## src/merge_pkg.sv

```systemverilog
// FIFO depth must be a power of two; scan_period of 4 is meant for simulation, raise it for a board

package merge_pkg;

    // --------------------------------------------------
    // Token and FIFO sizing

    localparam int data_width = 4;
    localparam int seq_width  = data_width - 1;  // Tag bit sits above the count

    localparam int fifo_depth       = 4;
    localparam int fifo_ptr_width   = $clog2(fifo_depth);
    localparam int fifo_count_width = $clog2(fifo_depth + 1);

    localparam logic [fifo_count_width - 1:0] fifo_full = fifo_count_width'(fifo_depth);

    // --------------------------------------------------
    // Arbitration

    // Max consecutive A grants while B is waiting
    localparam int starve_limit = 3;
    localparam int wait_width   = $clog2(starve_limit + 1);

    localparam logic [wait_width - 1:0] wait_limit = wait_width'(starve_limit);

    // --------------------------------------------------
    // Display

    localparam int n_digits    = 8;
    localparam int scan_period = 4;  // Clocks per digit
    localparam int scan_width  = (scan_period > 1) ? $clog2(scan_period) : 1;

    localparam logic [scan_width - 1:0] scan_last   = scan_width'(scan_period - 1);
    localparam logic [n_digits   - 1:0] digit_first = {{(n_digits - 1){1'b0}}, 1'b1};

    localparam logic [7:0] sign_ready_a   = 8'b1000_0000,  // Top bar
                           sign_ready_b   = 8'b0000_0010,  // Middle bar
                           sign_ready_out = 8'b0001_0000,  // Bottom bar
                           sign_nothing   = 8'b0000_0000;

    // Segment a is the MSB, h (dot) the LSB
    function automatic logic [7:0] hex_segments (input logic [data_width - 1:0] value);
        logic [7:0] seg;
        case (value)
        4'h0:    seg = 8'b1111_1100;
        4'h1:    seg = 8'b0110_0000;
        4'h2:    seg = 8'b1101_1010;
        4'h3:    seg = 8'b1111_0010;
        4'h4:    seg = 8'b0110_0110;
        4'h5:    seg = 8'b1011_0110;
        4'h6:    seg = 8'b1011_1110;
        4'h7:    seg = 8'b1110_0000;
        4'h8:    seg = 8'b1111_1110;
        4'h9:    seg = 8'b1111_0110;
        4'ha:    seg = 8'b1110_1110;
        4'hb:    seg = 8'b0011_1110;
        4'hc:    seg = 8'b1001_1100;
        4'hd:    seg = 8'b0111_1010;
        4'he:    seg = 8'b1001_1110;
        default: seg = 8'b1000_1110;  // f
        endcase
        return seg;
    endfunction

endpackage

```

## src/token_source.sv

```systemverilog
// Valid simply follows the key, so a released key may drop valid before a transfer; count wraps

module token_source
(
    input  logic                             clk,
    input  logic                             reset,
    input  logic                             key,
    input  logic                             tag,
    output logic                             src_valid,
    input  logic                             src_ready,
    output logic [merge_pkg::data_width - 1:0] src_data
);

    logic [merge_pkg::seq_width - 1:0] count;
    logic                              xfer;

    assign src_valid = key;
    assign xfer      = src_valid & src_ready;

    // Tag picks the half of the token range
    assign src_data  = {tag, count};

    always_ff @(posedge clk)
    begin
        if (reset)
            count <= '0;
        else if (xfer)
            count <= count + 1'b1;  // Wraps after 7
    end

    // --------------------------------------------------
    // Checks

    // Offered token only moves on an accepted handshake
    count_needs_xfer: assert property (
        @(posedge clk) disable iff (reset)
        !xfer |=> $stable(src_data)
    );

endmodule

```

## src/token_fifo.sv

```systemverilog
// Show-ahead FIFO; pointers wrap naturally, so depth must stay a power of two

module token_fifo
(
    input  logic                               clk,
    input  logic                               reset,

    input  logic                               push_valid,
    output logic                               push_ready,
    input  logic [merge_pkg::data_width - 1:0] push_data,

    output logic                               head_valid,
    input  logic                               head_ready,
    output logic [merge_pkg::data_width - 1:0] head_data
);

    logic [merge_pkg::data_width - 1:0] mem [merge_pkg::fifo_depth];

    logic [merge_pkg::fifo_ptr_width   - 1:0] rd_ptr;
    logic [merge_pkg::fifo_ptr_width   - 1:0] wr_ptr;
    logic [merge_pkg::fifo_count_width - 1:0] count;

    logic push;
    logic pop;

    // --------------------------------------------------
    // Handshakes

    assign push_ready = (count != merge_pkg::fifo_full);
    assign head_valid = (count != '0);
    assign head_data  = mem[rd_ptr];  // Oldest entry

    assign push = push_valid & push_ready;
    assign pop  = head_valid & head_ready;

    // --------------------------------------------------
    // Pointers and occupancy

    always_ff @(posedge clk)
    begin
        if (reset)
        begin
            rd_ptr <= '0;
            wr_ptr <= '0;
            count  <= '0;
        end
        else
        begin
            if (push)
                wr_ptr <= wr_ptr + 1'b1;

            if (pop)
                rd_ptr <= rd_ptr + 1'b1;

            // Simultaneous push and pop keeps the count
            case ({push, pop})
            2'b10:   count <= count + 1'b1;
            2'b01:   count <= count - 1'b1;
            default: count <= count;
            endcase
        end
    end

    // Storage
    always_ff @(posedge clk)
    begin
        if (push)
            mem[wr_ptr] <= push_data;
    end

    // --------------------------------------------------
    // Checks

    // A push when full or a pop when empty would take the count out of range
    count_in_range: assert property (
        @(posedge clk) disable iff (reset)
        count <= merge_pkg::fifo_full
    );

    // Pointer distance agrees with the occupancy
    pointers_match_count: assert property (
        @(posedge clk) disable iff (reset)
        (wr_ptr - rd_ptr) == count[merge_pkg::fifo_ptr_width - 1:0]
    );

endmodule

```

## src/starvation_free_arbiter.sv

```systemverilog
// Two inputs only; B may wait through at most starve_limit A grants, output stage is one entry

module starvation_free_arbiter
(
    input  logic                               clk,
    input  logic                               reset,

    input  logic                               a_valid,
    output logic                               a_ready,
    input  logic [merge_pkg::data_width - 1:0] a_data,

    input  logic                               b_valid,
    output logic                               b_ready,
    input  logic [merge_pkg::data_width - 1:0] b_data,

    output logic                               out_valid,
    input  logic                               out_ready,
    output logic [merge_pkg::data_width - 1:0] out_data
);

    logic [merge_pkg::wait_width - 1:0] wait_cnt;  // A grants while B waits

    logic load_en;
    logic pick_a;
    logic pick_b;
    logic grant;

    // --------------------------------------------------
    // Selection

    // Output register free now or drained this cycle
    assign load_en = ~out_valid | out_ready;

    // B wins when alone or when it has waited long enough
    assign pick_b  = b_valid & (~a_valid | (wait_cnt == merge_pkg::wait_limit));
    assign pick_a  = a_valid & ~pick_b;

    assign a_ready = load_en & pick_a;
    assign b_ready = load_en & pick_b;
    assign grant   = a_ready | b_ready;

    always_ff @(posedge clk)
    begin
        if (reset)
            wait_cnt <= '0;
        else if (~b_valid | b_ready)
            wait_cnt <= '0;  // Nobody waiting, or B just served
        else if (a_ready)
            wait_cnt <= wait_cnt + 1'b1;
    end

    // --------------------------------------------------
    // Output stage

    always_ff @(posedge clk)
    begin
        if (reset)
            out_valid <= 1'b0;
        else if (load_en)
            out_valid <= grant;
    end

    always_ff @(posedge clk)
    begin
        if (grant)
            out_data <= pick_b ? b_data : a_data;
    end

    // --------------------------------------------------
    // Checks

    one_grant_within_limit: assert property (
        @(posedge clk) disable iff (reset)
        !(a_ready && b_ready) && (wait_cnt <= merge_pkg::wait_limit)
    );

    // Stalled token is held intact for the sink
    hold_on_stall: assert property (
        @(posedge clk) disable iff (reset)
        out_valid && !out_ready |=> out_valid && $stable(out_data)
    );

endmodule

```

## src/segment_scanner.sv

```systemverilog
// Segments are active high and the digit select is one-hot active high; no dots are driven

module segment_scanner
(
    input  logic                               clk,
    input  logic                               reset,

    input  logic [merge_pkg::data_width - 1:0] a_next,
    input  logic [merge_pkg::data_width - 1:0] b_next,
    input  logic [merge_pkg::data_width - 1:0] out_data,

    input  logic                               a_head_valid,
    input  logic                               b_head_valid,
    input  logic                               out_valid,

    input  logic                               a_ready,
    input  logic                               b_ready,
    input  logic                               out_ready,

    output logic [7:0]                         abcdefgh,
    output logic [merge_pkg::n_digits - 1:0]   digit
);

    logic [merge_pkg::scan_width - 1:0] scan_cnt;
    logic                               scan_step;

    // --------------------------------------------------
    // Digit rotation

    assign scan_step = (scan_cnt == merge_pkg::scan_last);

    always_ff @(posedge clk)
    begin
        if (reset)
            scan_cnt <= '0;
        else if (scan_step)
            scan_cnt <= '0;
        else
            scan_cnt <= scan_cnt + 1'b1;
    end

    always_ff @(posedge clk)
    begin
        if (reset)
            digit <= merge_pkg::digit_first;
        else if (scan_step)
            digit <= {digit[merge_pkg::n_digits - 2:0], digit[merge_pkg::n_digits - 1]};
    end

    // --------------------------------------------------
    // Segment pattern for the active digit

    always_comb
    begin
        abcdefgh = merge_pkg::sign_nothing;

        if (digit[0])
        begin
            // Rightmost digit is the merged output
            if (out_valid)
                abcdefgh = merge_pkg::hex_segments(out_data);
        end
        else if (digit[1])
        begin
            // Status bars, one per ready
            if (a_ready)
                abcdefgh = abcdefgh | merge_pkg::sign_ready_a;
            if (b_ready)
                abcdefgh = abcdefgh | merge_pkg::sign_ready_b;
            if (out_ready)
                abcdefgh = abcdefgh | merge_pkg::sign_ready_out;
        end
        else if (digit[3])
        begin
            if (b_head_valid)
                abcdefgh = merge_pkg::hex_segments(b_next);
        end
        else if (digit[4])
        begin
            if (a_head_valid)
                abcdefgh = merge_pkg::hex_segments(a_next);
        end
        // Digit 2 and 5 to 7 stay blank
    end

    // --------------------------------------------------
    // Checks

    // Select stays one-hot across rotations
    digit_one_hot: assert property (
        @(posedge clk) disable iff (reset)
        scan_step |=> $onehot(digit) && (digit != $past(digit))
    );

endmodule

```

## src/merge_demo_top.sv

```systemverilog
// Source A is tagged 0 and B is tagged 1; a_ready and b_ready report FIFO space, not grants

module merge_demo_top
(
    input  logic                               clk,
    input  logic                               reset,

    input  logic                               key_a,
    input  logic                               key_b,

    input  logic                               out_ready,
    output logic                               out_valid,
    output logic [merge_pkg::data_width - 1:0] out_data,

    output logic                               a_ready,
    output logic                               b_ready,

    output logic [7:0]                         abcdefgh,
    output logic [merge_pkg::n_digits - 1:0]   digit
);

    logic                               a_src_valid;
    logic [merge_pkg::data_width - 1:0] a_src_data;
    logic                               a_head_valid;
    logic                               a_pop_ready;
    logic [merge_pkg::data_width - 1:0] a_head_data;

    logic                               b_src_valid;
    logic [merge_pkg::data_width - 1:0] b_src_data;
    logic                               b_head_valid;
    logic                               b_pop_ready;
    logic [merge_pkg::data_width - 1:0] b_head_data;

    // --------------------------------------------------
    // Source A, tokens 0 to 7

    token_source i_a_source
    (
        .clk       (clk),
        .reset     (reset),
        .key       (key_a),
        .tag       (1'b0),
        .src_valid (a_src_valid),
        .src_ready (a_ready),
        .src_data  (a_src_data)
    );

    token_fifo i_a_fifo
    (
        .clk        (clk),
        .reset      (reset),
        .push_valid (a_src_valid),
        .push_ready (a_ready),
        .push_data  (a_src_data),
        .head_valid (a_head_valid),
        .head_ready (a_pop_ready),
        .head_data  (a_head_data)
    );

    // --------------------------------------------------
    // Source B, tokens 8 to f

    token_source i_b_source
    (
        .clk       (clk),
        .reset     (reset),
        .key       (key_b),
        .tag       (1'b1),
        .src_valid (b_src_valid),
        .src_ready (b_ready),
        .src_data  (b_src_data)
    );

    token_fifo i_b_fifo
    (
        .clk        (clk),
        .reset      (reset),
        .push_valid (b_src_valid),
        .push_ready (b_ready),
        .push_data  (b_src_data),
        .head_valid (b_head_valid),
        .head_ready (b_pop_ready),
        .head_data  (b_head_data)
    );

    // --------------------------------------------------
    // Merge and display

    starvation_free_arbiter i_arbiter
    (
        .clk       (clk),
        .reset     (reset),
        .a_valid   (a_head_valid),
        .a_ready   (a_pop_ready),
        .a_data    (a_head_data),
        .b_valid   (b_head_valid),
        .b_ready   (b_pop_ready),
        .b_data    (b_head_data),
        .out_valid (out_valid),
        .out_ready (out_ready),
        .out_data  (out_data)
    );

    segment_scanner i_scanner
    (
        .clk          (clk),
        .reset        (reset),
        .a_next       (a_head_data),
        .b_next       (b_head_data),
        .out_data     (out_data),
        .a_head_valid (a_head_valid),
        .b_head_valid (b_head_valid),
        .out_valid    (out_valid),
        .a_ready      (a_ready),
        .b_ready      (b_ready),
        .out_ready    (out_ready),
        .abcdefgh     (abcdefgh),
        .digit        (digit)
    );

endmodule

```

## config.mk

```make
export PLATFORM = sky130hd
export DESIGN_NAME = merge_demo_top
export DESIGN_NICKNAME = d
export VERILOG_FILES = /design/src/merge_pkg.sv /design/src/token_source.sv /design/src/token_fifo.sv /design/src/starvation_free_arbiter.sv /design/src/segment_scanner.sv /design/src/merge_demo_top.sv
export SDC_FILE = /design/constraint.sdc
export NUM_CORES = 1
export LEC_CHECK = 0
export ABC_AREA = 1
export BUFFER_PORTS_ARGS = -buffer_cell sky130_fd_sc_hd__buf_2
export CAP_MARGIN = 10
export CORE_ASPECT_RATIO = 0.6
export CORE_MARGIN = 4
export CORE_UTILIZATION = 40
export CTS_CLUSTER_DIAMETER = 50
export DETAILED_ROUTE_END_ITERATION = 12
export SYNTH_ARGS = -nofsm -noshare
export SYNTH_HDL_FRONTEND = slang
export SYNTH_SLANG_ARGS = --single-unit
```

## constraint.sdc

```tcl
create_clock -name clk -period 2.4 [get_ports clk]
set_clock_uncertainty 0.1 [all_clocks]
set_input_delay 0.12 -clock clk [delete_from_list [all_inputs] [get_ports clk]]
set_output_delay 0.12 -clock clk [all_outputs]
set_load 0.05 [all_outputs]
```

======== Yosys cells after proc, flatten, opt, wreduce, memory -nomap -nowiden ========
Memory sizes are Yosys's and may differ from the RTL's. A register that Yosys moved wholly into a read port is not among the register bits.
Cells that the tools add are included.
W data, S select, Z words.
word-level totals
  memories ................................ 5
  bits in writable memories ............... 24
  input bits .............................. 5
  memory bits (read-only) ................. 336
  bits in registers ....................... 37
operators by class
  equality and inequality tests ........... 8
  bitwise operators ....................... 16
  mux-type cells .......................... 22
  reductions and logical operators ........ 6
  $add $sub $neg .......................... 12
memories
  memory            depth  bits a word  read ports  clocked after Yosys merged registers in  wr ports  line              source
  (name not given)  16     7            1           1                                        0         merge_pkg.sv:44   case (value)
  (name not given)  16     7            1           0                                        0         merge_pkg.sv:44
  (name not given)  16     7            1           0                                        0         merge_pkg.sv:44
  i_a_fifo.mem      4      3            1           1                                        1         token_fifo.sv:17  logic [merge_pkg::data_width - 1:0] mem [merge_pkg::fifo_depth];
  i_b_fifo.mem      4      3            1           1                                        1         token_fifo.sv:17
operators by type and width
  kind                   number
  $mux W8                8
  $add A2 B1 Y2 const B  6
  $add A3 B1 Y3 const B  4
  $pmux W3 S2            2
  $mux W2                5
  $and A1 B1 Y1          8
  $eq A2 B2 Y1 const B   4
  $mux W4                2
  $ne A3 B3 Y1 const B   2
  $reduce_bool A3 Y1     2
  $sub A3 B1 Y3 const B  2
  $mux W5                1
  $eq A2 B1 Y1 const B   2
  $mux W1                4
  $not A1 Y1             4
  $or A1 B1 Y1           4
  $reduce_bool A2 Y1     2
  $reduce_or A2 Y1       2

======== Longest topological paths before layout ========
  word-level depth ........................ 10
  mapped depth ............................ 17
  mapped depth without buffers ............ 17

======== Cells and area by module ========
Synthesis repeated with hierarchy kept, for this count alone.
unflattened totals
  cell total of the unflattened synthesis .. 519
  area, all modules ....................... 4169.0 µm²
modules (own cells, without submodules)
  module                   cells each  instances  area each (µm²)
  token_fifo               106         2          1098.6
  segment_scanner          217         1          1285.0
  starvation_free_arbiter  44          1          369.1
  token_source             22          2          155.1
  merge_demo_top           2           1          7.5

======== Least setup slack after synthesis ========
Ideal clock, no wire load.
  kind .................................... register to register
  start ................................... reg i_b_fifo.count[2] in the netlist's numbering
  end ..................................... reg i_b_fifo.count[2] in the netlist's numbering
  stages on the path, launching flop included .. 13
  required time ........................... 2.178 ns
  setup slack ............................. 0.000 ns
  data arrival time ....................... 2.178 ns
  path through ............................ dfxtp_1 > inv_1 > nor3_1 > inv_1 > nand2_1 > buf_2 > ha_1 > inv_1 > fa_1 > a21oi_1 > o21ai_0 > o21ai_0 > a21oi_1
on the way
  elaborated cells between the ends (all ways) .. 12
RTL lines
  item                                               line                  source
  start, declared                                    token_fifo.sv:21      logic [merge_pkg::fifo_count_width - 1:0] count;
  start signal, assigned                             token_fifo.sv:57      2'b10: count <= count + 1'b1;
  start signal, assigned                             token_fifo.sv:58      2'b01: count <= count - 1'b1;
  start signal, assigned                             token_fifo.sv:59      default: count <= count;
  $ne A3 B3 Y1 *                                     token_fifo.sv:29      assign push_ready = (count != merge_pkg::fifo_full);
  net b_ready                                        merge_demo_top.sv:16  output logic b_ready,
  $and A1 B1 Y1 *                                    token_fifo.sv:33      assign push = push_valid & push_ready;
  $eq A2 B1 Y1 or $eq A2 B2 Y1 (tied branches)       token_fifo.sv:56      case ({push, pop})
  $pmux W3 S2 or $reduce_bool A2 Y1 (tied branches)  n/a
Mark *: on every way through the listed nets, which the timed path passes. The rest lies on a longest branch.
A chain may end at the register's enable or synchronous reset.

==> results.yml <==
status:
  outcome: "completed"
routing:
  num_vias: 2942
  ant_nets: 0
  routedWlPerCell_um: 13.6
  first_pass_iters: 5
  drcViolationCount: 0
  wl_um: 8090
  drt_iter0_markers: 264
  viasPerCell: 4.93
worst_hold_path:
  hp-class: "in2reg"
global_route:
  grt_pass1_wl_um: 13600
  grtUsageTotal: 0.159
  grt_pass1_vias: 2739
  antenna_found_initial: 1
  grt_max_degree: 29
  grt-ovfl-total: 0
clock_network:
  clk_pin_slew_ns: 0.06
  cts_inserted_buffers: 9
  htree_levels: 3
  cts_tree: "built"
  clock_latency_ns: 0.34
  cts_sinks: 72
  cts_root_buffer: "clkbuf_16"
  clockBufferDepth: 2
sta:
  worst_pin_slew_ns: 0.811
  fin_crit_ns: 2.26
  finalCritPeriodShare: 0.941
  hold_violations: 0
  hold_ws_ns: 0.154
  setup_ws_ns: 0.142
  finalMaxSlewViolations: 0
  setup_viol: 0
  rsz0062_at_grt: "no"
  max_slew_margin: 0.459
  clock.fmax_mhz: 443
finish:
  layout_commonest_cell: "nand2_1"
  multiInputGateArea_sq_um: 1760
  mostFrequentLayoutCells: "nand2_1 (94), inv_1 (50), dfxtp_1 (42), o21ai_0 (32)"
  fill_cells: 826
  syn_to_final_growth_pct: 17.5
  stdcell_area_sq_um: 4380
  final-seq-area_sq_um: 1730
  layout.nets: 512
  diodes: 0
  drive_gt1_frac: 0.210
power:
  irDropWorstVdd_v: 0.000730
  fin_total_pwr_w: 0.00673
  pwr_density_cell_nw_per_um2: 1540
  power_leakage_nw: 2.00
floorplan:
  dieArea_sq_um: 11000
  initial_utilization: 0.424
  fp.dieH_um: 82.8
  core-area_sq_um: 8780
  die-width_um: 133
  fp-row-count: 26
  ios: 28
worst_setup_path:
  cp.arrival_ns: 2.04
  end_kind: "output pin"
  cp_max_fo: 5
  critical_path_class: "reg2out"
  crit_required_ns: 2.18
  startpoint_type: "flop"
place:
  place_hpwl_um: 6140
  dpl_cell_area_sq_um: 3980
  portBuffers: 26
  gp_congestion: 0.797
  post-place-ws_ns: -0.00250
synthesis:
  synth_flop_cell: "dfxtp_1"
  ys_seq_area_frac: 0.462
  synth_nets: 474
  ys_seq_elements: 72
  synth_cell_types: 31
  async_flop_share: 0
  synth_cells: 442
  ys_warn_count: 0
  syn_area_per_cell_sq_um: 8.43
  synthesis.area_sq_um: 3730
  synth_edf_count: 28
flow_run:
  maxCapViolCount: 0
==> report_power, final <==
group	internal, W	switching (W)
clock	0.000804	0.000529
sequential	0.00163	0.000211
combinational	0.00109	0.00246
==> timing repair <==
action,4_1_cts,5_1_grt
endpoints found under the hold margin,3,0
pin swaps,1,2
buffers inserted,1,3
hold buffers,1,0
endpoints found under the setup margin,7,10
gates resized for setup,2,26
==> worst max-delay path: stages (launching register included) <==
cell	delay, ns
dfxtp_1	0.40
inv_1	0.11
nand3_1	0.11
nand2_2	0.10
ha_1	0.32
o211ai_1	0.24
nand3_1	0.11
nand2_1	0.06
nand2_1	0.04
clkbuf_4	0.20
==> final timing paths <==
| kind | from | to | slack [ns] | depth (start not counted) |
|---|---|---|---|---|
| setup / recovery | flop | abcdefgh[4] | 0.14 | 9 |
| hold / removal | key_a | i_a_fifo.wr_ptr[0] | 0.15 | 4 |
| setup reg to reg | i_arbiter.wait_cnt[0] | i_a_fifo.count[2] | 0.16 | 13 |
| hold reg to reg | i_scanner.scan_cnt[0] | i_scanner.scan_cnt[0] | 0.33 | 1 |
==> Yosys cell counts (2+ instances only) <==
master,count,area [sq um]
o211ai_1,3,22.5
nand3_2,6,60.1
nand3_4,3,52.6
and2_1,2,12.5
inv_2,12,45.0
inv_1,53,199
o21a_1,2,15.0
nand2_2,9,56.3
o21ai_0,35,175
buf_2,2,10.0
clkbuf_1,3,11.3
a21oi_1,32,160
o21ai_1,2,10.0
nand3_1,31,155
nor2_1,29,109
ha_1,25,313
nand2_4,9,101
nor3_1,4,20.0
edfxtp_1,28,841
nand2_1,97,364
dfxtp_1,44,881
fa_1,2,40.0
==> logic make-up after synthesis <==
group / count (synthesis) / synth area share
AOI/OAI and AO/OA: 76 / 0.109
and+or+nand+nor: 194 / 0.258
other: 1 / 0.00101
DFF: 72 / 0.462
buffers and inverters: 72 / 0.0749
adders and majority gates: 27 / 0.0947
==> layer usage <==
metal	GRT usage	wire, um
met1	0.233	4290
met2	0.229	3160
met3	0.0454	566
met4	0.0436	76
met5	0	0
==> through the flow <==
step | setup TNS (ns) | std cells | util
3_5_place_dp | -0.00250 | 576 | 0.453
2_1_floorplan | 0 | 442 | -
5_1_grt | 0 | 597 | 0.499
4_1_cts | 0 | 594 | 0.490
6_report | 0 | 597 | 0.499
3_3_place_gp | 0 | 576 | 0.453
==> final cells by class <==
cell class | count | share of cell area
inverters | 66 | 0.0577
well taps | 112 | 0.0320
repair buffers | 33 | 0.0474
multi-input cells | 298 | 0.401
clock inverters | 7 | 0.0163
flip-flops and latches | 72 | 0.394
clock buffers | 9 | 0.0514
Note: power is estimated with default switching activity, not from simulation.
